### src/common/icache_pkg.sv
`default_nettype none

package icache_pkg;

  //--------------------------------------------------------------------------
  // Cache geometry
  //--------------------------------------------------------------------------
  // Two ways of 32 sets
  localparam int NUM_WAYS    = 2;
  localparam int LINE_ADDR_W = 5;
  localparam int NUM_LINES   = 32;

  // 8 byte line, one instruction pair
  localparam int LINE_SIZE_W = 3;
  localparam int DATA_W      = 64;

  // Tag is everything above set index
  localparam int TAG_W       = 32 - LINE_ADDR_W - LINE_SIZE_W;

  //--------------------------------------------------------------------------
  // AXI read constants
  //--------------------------------------------------------------------------
  // Two 32-bit beats per line
  localparam logic [7:0] AXI_ARLEN   = 8'd1;
  // INCR
  localparam logic [1:0] AXI_ARBURST = 2'd1;
  localparam logic [3:0] AXI_ID      = 4'd0;

  // Controller states
  typedef enum logic [1:0] {
    FLUSH    = 2'd0,
    LOOKUP   = 2'd1,
    REFILL   = 2'd2,
    RELOOKUP = 2'd3
  } state_e;

  // Tag array entry
  typedef struct packed {
    logic             valid;
    logic [TAG_W-1:0] tag;
  } tag_entry_t;

  typedef logic [LINE_ADDR_W-1:0] line_idx_t;

  // AR channel, ID/len/burst are constant
  typedef struct packed {
    logic        arvalid;
    logic [31:0] araddr;
  } axi_ar_t;

  // R channel
  typedef struct packed {
    logic        rvalid;
    logic [31:0] rdata;
    logic [1:0]  rresp;
    logic        rlast;
  } axi_r_t;

  // Write shared by both ways, steered per way by the strobes
  typedef struct packed {
    logic              tag_wr;
    logic              data_wr;
    tag_entry_t        tag;
    logic [DATA_W-1:0] data;
  } ram_wr_t;

endpackage

`default_nettype wire

### src/controller/icache_ctrl.sv
`timescale 1ns/1ps
`default_nettype none

module icache_ctrl (
  input  wire                                clk_i,
  input  wire                                rst_i,
  input  wire                                req_rd_i,
  input  wire                                req_flush_i,
  input  wire                                req_invalidate_i,
  input  wire  [31:0]                        req_pc_i,
  input  wire                                hit_any_i,
  input  wire                                refill_done_i,
  input  wire  [icache_pkg::LINE_ADDR_W-1:0] refill_addr_i,
  output logic                               req_accept_o,
  output logic                               req_valid_o,
  output logic                               miss_o,
  output logic [31:0]                        lookup_addr_o,
  output icache_pkg::line_idx_t              line_idx_o,
  output logic [icache_pkg::LINE_ADDR_W-1:0] data_addr_o,
  output logic [icache_pkg::TAG_W-1:0]       cmp_tag_o,
  output logic                               flush_wr_o,
  output icache_pkg::state_e                 state_o
);

  icache_pkg::state_e    state_q;
  icache_pkg::state_e    next_state;
  logic                  lookup_valid_q;
  logic [31:0]           lookup_addr_q;
  icache_pkg::line_idx_t flush_addr_q;
  logic                  invalidate_q;
  icache_pkg::line_idx_t req_line;
  icache_pkg::line_idx_t lookup_line;
  logic                  in_lookup;

  // Set index of the incoming and the registered fetch
  assign req_line    = req_pc_i[icache_pkg::LINE_SIZE_W +: icache_pkg::LINE_ADDR_W];
  assign lookup_line = lookup_addr_q[icache_pkg::LINE_SIZE_W +: icache_pkg::LINE_ADDR_W];
  assign in_lookup   = (state_q == icache_pkg::LOOKUP);

  // Way outputs belong to the fetch registered last cycle
  assign miss_o       = in_lookup && lookup_valid_q && !hit_any_i;
  assign req_valid_o  = in_lookup && lookup_valid_q && hit_any_i;
  assign req_accept_o = in_lookup && !miss_o;

  //--------------------------------------------------------------------------
  // Lookup register
  //--------------------------------------------------------------------------
  always_ff @(posedge clk_i or posedge rst_i)
  begin
    if (rst_i)
      lookup_valid_q <= 1'b0;
    else if (req_rd_i && req_accept_o)
      lookup_valid_q <= 1'b1;
    else if (req_valid_o)
      lookup_valid_q <= 1'b0;
  end

  // Fetch address, held through the refill
  always_ff @(posedge clk_i)
  begin
    if (req_rd_i && req_accept_o)
      lookup_addr_q <= req_pc_i;
  end

  assign lookup_addr_o = lookup_addr_q;
  assign cmp_tag_o     = lookup_addr_q[31 -: icache_pkg::TAG_W];

  //--------------------------------------------------------------------------
  // Flush counter and invalidate
  //--------------------------------------------------------------------------
  always_ff @(posedge clk_i or posedge rst_i)
  begin
    if (rst_i)
    begin
      flush_addr_q <= '0;
      invalidate_q <= 1'b0;
    end
    else
    begin
      invalidate_q <= req_invalidate_i && req_accept_o;
      // Walk all sets
      if (state_q == icache_pkg::FLUSH)
        flush_addr_q <= flush_addr_q + 1'b1;
      // Single line, one FLUSH cycle
      else if (req_invalidate_i && req_accept_o)
        flush_addr_q <= req_line;
      else
        flush_addr_q <= '0;
    end
  end

  assign flush_wr_o = (state_q == icache_pkg::FLUSH);

  //--------------------------------------------------------------------------
  // FSM
  //--------------------------------------------------------------------------
  always_comb
  begin
    next_state = state_q;
    case (state_q)
      icache_pkg::FLUSH:
        if (invalidate_q || (flush_addr_q == '1))
          next_state = icache_pkg::LOOKUP;
      icache_pkg::LOOKUP:
        if (miss_o)
          next_state = icache_pkg::REFILL;
        else if (req_invalidate_i || req_flush_i)
          next_state = icache_pkg::FLUSH;
      icache_pkg::REFILL:
        if (refill_done_i)
          next_state = icache_pkg::RELOOKUP;
      // Re-read the freshly written line
      default:
        next_state = icache_pkg::LOOKUP;
    endcase
  end

  always_ff @(posedge clk_i or posedge rst_i)
  begin
    if (rst_i)
      state_q <= icache_pkg::FLUSH;
    else
      state_q <= next_state;
  end

  assign state_o = state_q;

  //--------------------------------------------------------------------------
  // Array address select
  //--------------------------------------------------------------------------
  always_comb
  begin
    line_idx_o  = req_line;
    data_addr_o = req_line;
    case (state_q)
      icache_pkg::FLUSH:
        line_idx_o = flush_addr_q;
      icache_pkg::REFILL:
      begin
        line_idx_o  = lookup_line;
        data_addr_o = refill_addr_i;
      end
      icache_pkg::RELOOKUP:
      begin
        line_idx_o  = lookup_line;
        data_addr_o = lookup_line;
      end
      default:
        ;
    endcase
  end

endmodule

`default_nettype wire

### config.mk
export PLATFORM = sky130hd
export DESIGN_NAME = icache_ctrl
export DESIGN_NICKNAME = d
export VERILOG_FILES = /design/src/common/icache_pkg.sv /design/src/controller/icache_ctrl.sv
export SDC_FILE = /design/constraint.sdc
export NUM_CORES = 1
export LEC_CHECK = 0
export CAP_MARGIN = 15
export CELL_PAD_IN_SITES_DETAIL_PLACEMENT = 1
export CELL_PAD_IN_SITES_GLOBAL_PLACEMENT = 2
export CORE_UTILIZATION = 30
export DETAILED_ROUTE_END_ITERATION = 8
export DONT_BUFFER_PORTS = 1
export GPL_TIMING_DRIVEN = 0
export PLACE_DENSITY = 0.66
export RECOVER_POWER = 100
export SLEW_MARGIN = 30
export SYNTH_ARGS = -nofsm -noshare
export SYNTH_HDL_FRONTEND = slang
export SYNTH_SLANG_ARGS = --single-unit
### constraint.sdc
create_clock -name clk_i -period 1.9 [get_ports clk_i]
set_input_delay 0.19 -clock clk_i [delete_from_list [all_inputs] [get_ports clk_i]]
set_output_delay 0.19 -clock clk_i [all_outputs]
set_load 0.005 [all_outputs]
# [Word-level counts from Yosys, hierarchy flattened]
# Index checks and enable logic that the tools add are counted.
[word_totals] inputBits=44 output_inout_bits=72 word_cells=38 regBits=41
[classes] mux=11 reduce_logical=14 addsub=1 eq_ne=7
[ops] cell="$pmux W5 S2" n=2
[ops] cell="$mux W5" n=2
[ops] cell="$mux W2" n=4
[ops] cell="$logic_and A1 B1 Y1" n=6
[ops] cell="$pmux W2 S3" n=1
[ops] cell="$add A5 B1 Y5 const B" n=1
[ops] cell="$eq A5 B5 Y1 const B" n=1
[ops] cell="$eq A2 B2 Y1 const B" n=2
[ops] cell="$ne A3 B2 Y1 const B" n=1
[ops] cell="$reduce_and A3 Y1" n=1
[ops] cell="$eq A2 B1 Y1 const B" n=1
[ops] cell="$logic_not A1 Y1" n=2
[ops] cell="$logic_not A2 Y1" n=1
[ops] cell="$logic_or A1 B1 Y1" n=2
[ops] cell="$mux W1" n=2
[ops] cell="$ne A2 B1 Y1 const B" n=1
[ops] cell="$ne A2 B2 Y1 const B" n=1
[ops] cell="$reduce_bool A2 Y1" n=1
[ops] cell="$reduce_or A2 Y1" n=1

# [Longest topological paths before layout]
# Gate-level depths: netlist of the first run.
[logic_depth] word_depth=8 mapped_depth=7 mapped_depth_nobuf=6

# [Worst setup path after synthesis of the first run]
# No wires, ideal clock.
[synth_timing] path_type="reg2reg" startpoint="register state_q[1] (netlist: state_o[1])" endpoint="register lookup_addr_q[0] (netlist: lookup_addr_o[0]) (enable)" period_less_slack_ns=2.191 required_ns=1.508 path_stages_with_launch=5 path_slack_ns=-0.291 arrival_ns=1.799 cell_sequence="dfrtp_1 inv_1 ha_1 a21boi_4 and2_1"
[synth_via] elab_chain_cells=6
[synth_rtl] item="start, declared" line="icache_ctrl.sv:25" text="icache_pkg::state_e state_q;"
[synth_rtl] item="start signal, assigned" line="icache_ctrl.sv:121" text="state_q <= icache_pkg::FLUSH;"
[synth_rtl] item="start signal, assigned" line="icache_ctrl.sv:123" text="state_q <= next_state;"
[synth_rtl] item="$eq A2 B1 Y1 (*)" line="icache_ctrl.sv:38" text="assign in_lookup = (state_q == icache_pkg::LOOKUP);"
[synth_rtl] item="$logic_and A1 B1 Y1 (2 in a row)" line="icache_ctrl.sv:41" text="assign miss_o = in_lookup && lookup_valid_q && !hit_any_i;"
[synth_rtl] item="$logic_not A1 Y1" line="icache_ctrl.sv:43" text="assign req_accept_o = in_lookup && !miss_o;"
[synth_rtl] item="$logic_and A1 B1 Y1 (*)" line="icache_ctrl.sv:43"
[synth_rtl] item="net req_accept_o" line="icache_ctrl.sv:14" text="output logic req_accept_o,"
[synth_rtl] item="$logic_and A1 B1 Y1 (*)" line="icache_ctrl.sv:61" text="if (req_rd_i && req_accept_o)"
[synth_rtl] item="end signal, assigned" line="icache_ctrl.sv:62" text="lookup_addr_q <= req_pc_i;"
[synth_rtl] item="end, declared" line="icache_ctrl.sv:28" text="logic [31:0] lookup_addr_q;"
# Mark *: on every way through the listed nets, which the timed path passes. The rest lies on a longest branch.
# A chain may end at the register's enable or synchronous reset.

# [Worst setup path in the final report of the first run]
[layout_timing] startpoint="register state_q[0] (netlist: state_o[0])" endpoint="output port line_idx_o[0]"
[layout_via] elab_chain_cells=3 word_cells_on_any_way=5 cone_classes="2 x eq/ne; 1 x mux; 2 x reduce/logical"
[layout_rtl] item="$eq A2 B2 Y1" line="icache_ctrl.sv:135" text="case (state_q)"
[layout_rtl] item="$reduce_or A2 Y1 (no source line)"
[layout_rtl] item="$pmux W5 S2 (*)" line="icache_ctrl.sv:135"
[layout_rtl] item="end, declared" line="icache_ctrl.sv:18" text="output icache_pkg::line_idx_t line_idx_o,"
# Every way passes the cells marked *; elsewhere a longest branch is shown, timed or not.

==> results of run 1 <==
==> synthesized netlist by cell type <==
library cell,count,share of area [%]
a21boi_4,1,1.0
a21oi_2,1,0.47
a22o_1,2,0.93
a22o_2,3,1.6
a22oi_1,10,4.0
and2_1,2,0.66
and3_1,2,0.66
and3_4,1,0.60
and3b_1,1,0.47
buf_1,1,0.20
buf_2,1,0.27
buf_4,24,9.6
buf_6,1,0.60
dfrtp_1,9,12
edfxtp_1,32,51
ha_1,7,4.7
inv_1,5,1.0
inv_4,1,0.33
mux2i_1,1,0.53
nand2_1,16,3.2
nand3_1,1,0.27
nor2_1,2,0.40
nor3_1,1,0.27
o21ai_0,8,2.1
o2bb2ai_1,1,0.47
o32ai_4,1,1.5
or2_2,1,0.33
xnor2_1,1,0.47
xor2_1,1,0.47
==> cell families after synthesis <==
group / Yosys count
buf+inv: 33
mux: 1
simple gates: 27
flops: 41
xor+xnor: 2
compound gates: 27
fa+ha+maj: 7
==> flip-flops by register name (all words and copies together) (netlist names) <==
name / cells
lookup_addr_o: 32
flush_addr_q: 5
state_o: 2
invalidate_q: 1
lookup_valid_q: 1
==> power by group through the flow <==
stage          Clock [mW]  Combinational (mW)  Sequential, mW
2_1_floorplan           0               0.871            1.39
3_3_place_gp            0                1.02            1.44
3_5_place_dp            0                1.08            1.46
4_1_cts             0.735                1.18            1.43
5_1_grt             0.769                1.37            1.47
6_report            0.705                1.21            1.43
==> area by class of cell <==
cell class                 instances  share of cell area [%]
sequential                        41                   48.20
multi-input combinational         67                   21.16
timing repair buffer              33                   13.39
buffer                            25                   7.763
tap                               75                   3.805
clock buffer                       5                   2.790
clock inverter                     3                   1.877
inverter                           6                   1.015
==> how the worst max path moves through the flow <==
stage	start	end	slack, ps	depth (start not counted)
3_3_place_gp	state_o[1]	lookup_addr_o[8]	-230	4
5_1_grt	state_o[1]	lookup_addr_o[7]	-10	4
4_1_cts	state_o[1]	lookup_addr_o[1]	20	4
6_report	state_o[0]	line_idx_o[0]	130	5
2_1_floorplan	state_o[1]	lookup_addr_o[0]	40	4
3_5_place_dp	state_o[1]	lookup_addr_o[19]	-330	4
==> per-layer routing <==
| layer | track usage, % | part of all wire, % |
|---|---|---|
| met1 | 15.04 | 37 |
| met3 | 4.494 | 6.1 |
| met5 | 0 | 0 |
| met4 | 5.000 | 1.0 |
| met2 | 25.80 | 56 |
==> timing repair <==
item / in CTS / in global routing
buffers inserted: 0 / 0
hold endpoints to repair: 41 / 0
pin swaps: 0 / 4
cloned: 1 / 2
hold buffers: 33 / 0
endpoints found under the setup margin: 42 / 42
resized for setup: 6 / 11
==> critical path: cells and delay by family (launching register included) <==
kind,cells,cell delay (ps)
flip-flops,1,430
buffers and inverters,1,100
AND/OR/NAND/NOR,1,260
adder cells (fa/ha/maj),1,210
AO/OA/AOI/OAI,2,280
==> results.toml, run 1 <==
[die]
core_area_um2 = 5991
io_pins = 116
dieArea_um2 = 6593
die_w_um = 81.20
placementRows = 28
die_y_um = 81.20
initial_core_util_pct = 31.41

[grt]
track_usage_pct = 14.08
grt_max_degree = 17
grt_pass1_vias = 1332
grt.overflow.total = 0
grt_first_pass_wirelength_um = 6734
antenna_found_initial = 0

[finish]
fin_cells = 255
fin_util_pct = 41.17
final_common_cell = "dlygate4sd3_1"
most-common-layout-cells = "33 x dlygate4sd3_1, 32 x edfxtp_1, 24 x buf_4"
final_area_um2 = 2466
register_area_um2 = 1189
final_layout_size_suffix_gt1_share_pct = 28.89
nNetsFinal = 230
diodes = 0
multi_input_area_um2 = 521.8
area_growth_pct = 31.05
fillers = 650

[power]
peakVddDrop_mv = 0.6079
internal_power_mw = 2.194
power_switching_mw = 1.157
clockPowerShare_pct = 21.0
powerDensity_nw_per_um2 = 1359
p_comb_share_pct = 36.2
fin_total_pwr_mw = 3.351
switching_share_pct = 34.52
power_frac_seq_pct = 42.7
p_leak_nw = 0.9760

[sta]
worst_pin_slew_ps = 376.4
tns_ps = 0
fin_ws_ps = 129.7
fin_skew_ps = 7.044
hold_slack_ps = 28.68
finalSetupViolCount = 0
slew_headroom_pct = 74.88
final_hold_viol_count = 0
layout_min_cycle_time_ps = 1770
rsz0062_at_grt = "true"
max_freq_mhz = 564.9
fin_crit_sh_pct = 93.17
drv_slew = 0

[place]
post_dp_cell_area_um2 = 1977
port_buffers = 0
routabilityCongestion = 0.6513
placed_cells = 213
dpl.hpwl_um = 3230
place_ws_ps = -333.7

[clocking]
clockRootBuffer = "clkbuf_8"
numCtsBuffers = 5
htree_levels = 2
clockBufferDepth = 2
path_clk_slew_ps = 80
cts_sinks = 41
worstSkewPairLatency_ps = 290
cts_tree = "built"

[setup_path]
crit_path_cell_trace = "inv_1, ha_4, or2_4, a22oi_1, o21ai_1"
critPathArrivalTime_ps = 1580
critPathMaxFanout = 9
reg2reg_slack_ps = 130
reg2reg_from = "state_o[1]"
r2r_cells = 4
worstSetupPathType = "flop to primary output"
worst_path_max_delay_cell = "dfrtp_2"
slowest_delay_ps = 430
critPathRequiredTime_ps = 1710
cp-end-kind = "primary output"
r2r-end = "lookup_addr_o[26]"
critPathLaunchType = "flop"

[routing]
wl_per_cell_um = 18.21
vias = 1246
routed_wl_um = 4644
drtIter0Drc = 60
viasPerCell = 4.886
drc_errors = 0
postRouteAntennaNets = 0
firstDrtPassIters = 4

[logic_synthesis]
synth-seq-cells = 41
synth.net_count = 189
seq_area_frac_synth_pct = 63.03
mappedNetlistArea_um2 = 1882
synth_fa_ha_area_share_pct = 4.654
synth_cells = 138
synth_top_family_by_area = "compound AO/OA/AOI/OAI gates"
syn-mean-instance-area_um2 = 13.64
ys_warn_count = 0
ys_types = 29
synth_xor_area_share_pct = 0.9309
synth.area.mux_share_pct = 0.5319
synth_compound_area_share_pct = 12.03
yosys.area_share.simple_pct = 6.848

[worst_hold_path]
min-delay-start = "req_pc_i[7]"
hold_class = "input pin to flop"
min_path_cells = 1
holdPathEnd = "flush_addr_q[4]"

[status]
status = "complete, no violations"

[job]
cap_violations = 0
(Power assumes the default switching activity.)
==> inputs of run 2 (changes only) <==
--- a/config.mk
+++ b/config.mk
@@ -5,6 +5,7 @@
 export SDC_FILE = /design/constraint.sdc
 export NUM_CORES = 1
 export LEC_CHECK = 0
+export ABC_AREA = 1
 export CAP_MARGIN = 15
 export CELL_PAD_IN_SITES_DETAIL_PLACEMENT = 1
 export CELL_PAD_IN_SITES_GLOBAL_PLACEMENT = 2
@@ -12,7 +13,7 @@
 export DETAILED_ROUTE_END_ITERATION = 8
 export DONT_BUFFER_PORTS = 1
 export GPL_TIMING_DRIVEN = 0
-export PLACE_DENSITY = 0.66
+export PLACE_DENSITY = 0.68
 export RECOVER_POWER = 100
 export SLEW_MARGIN = 30
 export SYNTH_ARGS = -nofsm -noshare
==> run 2 against run 1 <==
- clock power down 1%
- power down 6.3%
- routed wire length up 8.7%
- critical endpoint is now data_addr_o[0]
- sequential power down 5%
- largest cell class unchanged
- global-route usage up 0.82 points
- largest power group unchanged
==> results.toml, run 2 <==
[worst_hold_path]
min_path_cells = 2
hold_class = "input pin to flop"

[logic_synthesis]
synth_ff_type = "edfxtp_1"
synth_common_cells = "32 x edfxtp_1, 25 x buf_4, 22 x nand2_1, 17 x inv_1, 13 x o21ai_0"
syn-mean-instance-area_um2 = 11.63
mappedNetlistArea_um2 = 1907
synth_most_common_cell = "edfxtp_1"
seq_area_frac_synth_pct = 62.20
ys_types = 22
ys_top_cells_by_area = "edfxtp_1 50%, dfrtp_1 12%, buf_4 9.8%"
ys_warn_count = 0
yosysTopAreaCellShare_pct = 50.39
synth_cells = 164
yosys.area.top_type = "edfxtp_1"
synth-seq-cells = 41
synth-edff-count = 32
synth.net_count = 215
async_flop_share_pct = 21.95

[grt]
grt_pass1_vias = 1409
grt_max_degree = 17
grt_first_pass_wirelength_um = 7086
track_usage_pct = 14.90
antenna_found_initial = 0
grt.overflow.total = 0

[die]
initial_core_util_pct = 31.64
io_pins = 116
dieArea_um2 = 6679
die_y_um = 81.73
placementRows = 28
core_area_um2 = 6026
die_w_um = 81.73

[sta]
rsz0062_at_grt = "false"
finalSetupViolCount = 0
slew_headroom_pct = 73.67
fin_skew_ps = 5.989
drv_slew = 0
final_hold_viol_count = 0
max_freq_mhz = 560.8
layout_min_cycle_time_ps = 1783
hold_slack_ps = 31.48
fin_crit_sh_pct = 93.85
worst_pin_slew_ps = 394.5

[finish]
final_layout_size_suffix_gt1_share_pct = 23.61
largest_reg_flops = 32
diodes = 0
area_growth_pct = 31.96
nNetsFinal = 266
final_common_cell = "dlygate4sd3_1"
most-common-layout-cells = "33 x dlygate4sd3_1, 32 x edfxtp_1, 22 x nand2_1"

[clocking]
cts_sinks = 41
numCtsBuffers = 5
path_clk_slew_ps = 80
htree_levels = 2
cts_tree = "built"
clockRootBuffer = "clkbuf_8"
worstSkewPairLatency_ps = 290
clockBufferDepth = 2

[place]
dpl.hpwl_um = 3583
routabilityCongestion = 0.7369
port_buffers = 0

[routing]
drc_errors = 0
routed_wl_um = 5049
viasPerCell = 4.687
postRouteAntennaNets = 0
firstDrtPassIters = 4
wl_per_cell_um = 17.35
vias = 1364
drtIter0Drc = 27

[power]
p_leak_nw = 1.030
powerDensity_nw_per_um2 = 1248
peakVddDrop_mv = 0.4735
fin_total_pwr_mw = 3.141

[setup_path]
cp-end-kind = "primary output"
critPathRequiredTime_ps = 1710
critPathMaxFanout = 7
worstSetupPathType = "flop to primary output"
r2r_cells = 7
critPathArrivalTime_ps = 1590
critPathLaunchType = "flop"

[status]
status = "complete, no violations"

[job]
cap_violations = 0
run 2: worst paths after layout:
path | start | endpoint | slack [ps]
max reg2reg | state_o[1] | lookup_addr_o[0] | 170
min | req_pc_i[6] | flush_addr_q[3] | 30
max | state_o[0] | data_addr_o[0] | 120
min in group asynchronous | rst_i | flush_addr_q[1] | 310
max in group asynchronous | rst_i | state_o[0] | 1280
min reg2reg | state_o[1] | state_o[1] | 570
run 2: metrics by stage:
step | instances | util (%) | setup slack [ps] | TNS [ps] | cell area [µm²]
2_1_floorplan | 164 | - | 104.3 | 0 | 1911
3_3_place_gp | 239 | 33.26 | -262.2 | -8304 | 2004
3_5_place_dp | 239 | 33.26 | -308.5 | -9815 | 2004
4_1_cts | 288 | 41.78 | 18.91 | 0 | 2517
5_1_grt | 291 | 41.76 | 2.631 | 0 | 2516
6_report | 291 | 41.76 | 116.8 | 0 | 2516
run 2: worst max-delay path: stages (launching register included):
cell and delay, ps:
dfrtp_2 460, inv_1 100, ha_1 160, buf_6 140, nor2_4 50, buf_4 130
a22oi_1 130, o21ai_0 140
run 2: cell families (layout without fill, tap and decap cells):
kind of cell	after synthesis	count (layout)	share of synthesized area (%)
buffers and inverters	46	97	14.50
and+or+nand+nor	41	42	9.449
AOI/OAI and AO/OA	29	29	9.252
adders and majority gates	7	7	4.593
DFF	41	41	62.20
run 2: final cells by class:
| type | count | area, µm² |
|---|---|---|
| timing repair buffer | 42 | 395.4 |
| clock inverter | 3 | 41.29 |
| clock buffer | 5 | 68.82 |
| sequential | 41 | 1189 |
| timing repair inverter | 1 | 7.507 |
| tap | 75 | 93.84 |
| fill | 672 | 3510 |
| multi-input combinational | 78 | 465.4 |
| buffer | 27 | 181.4 |
| inverter | 19 | 73.82 |
run 2: routing by layer:
metal / wire length, µm / track usage (%) / up-vias
li1: - / - / 629
met1: 2002 / 16.57 / 648
met2: 2525 / 26.53 / 81
met3: 468 / 5.000 / 6
met4: 53 / 4.737 / 0
met5: 0 / 0 / -
run 2: timing repair:
action,in CTS,in global routing
hold endpoints to repair,41,0
endpoints found under the setup margin,37,40
hold buffers,33,0
buffers inserted,6,3
gates cloned,2,0
pin swaps,1,1
resized for setup,2,13
run 2: report_power, final:
| group | switching (mW) | leakage, nW | internal (mW) | total, mW |
|---|---|---|---|---|
| registers | 0.157 | 0.409 | 1.20 | 1.36 |
| logic | 0.653 | 0.570 | 0.434 | 1.09 |
| clock network | 0.309 | 0.0518 | 0.387 | 0.696 |
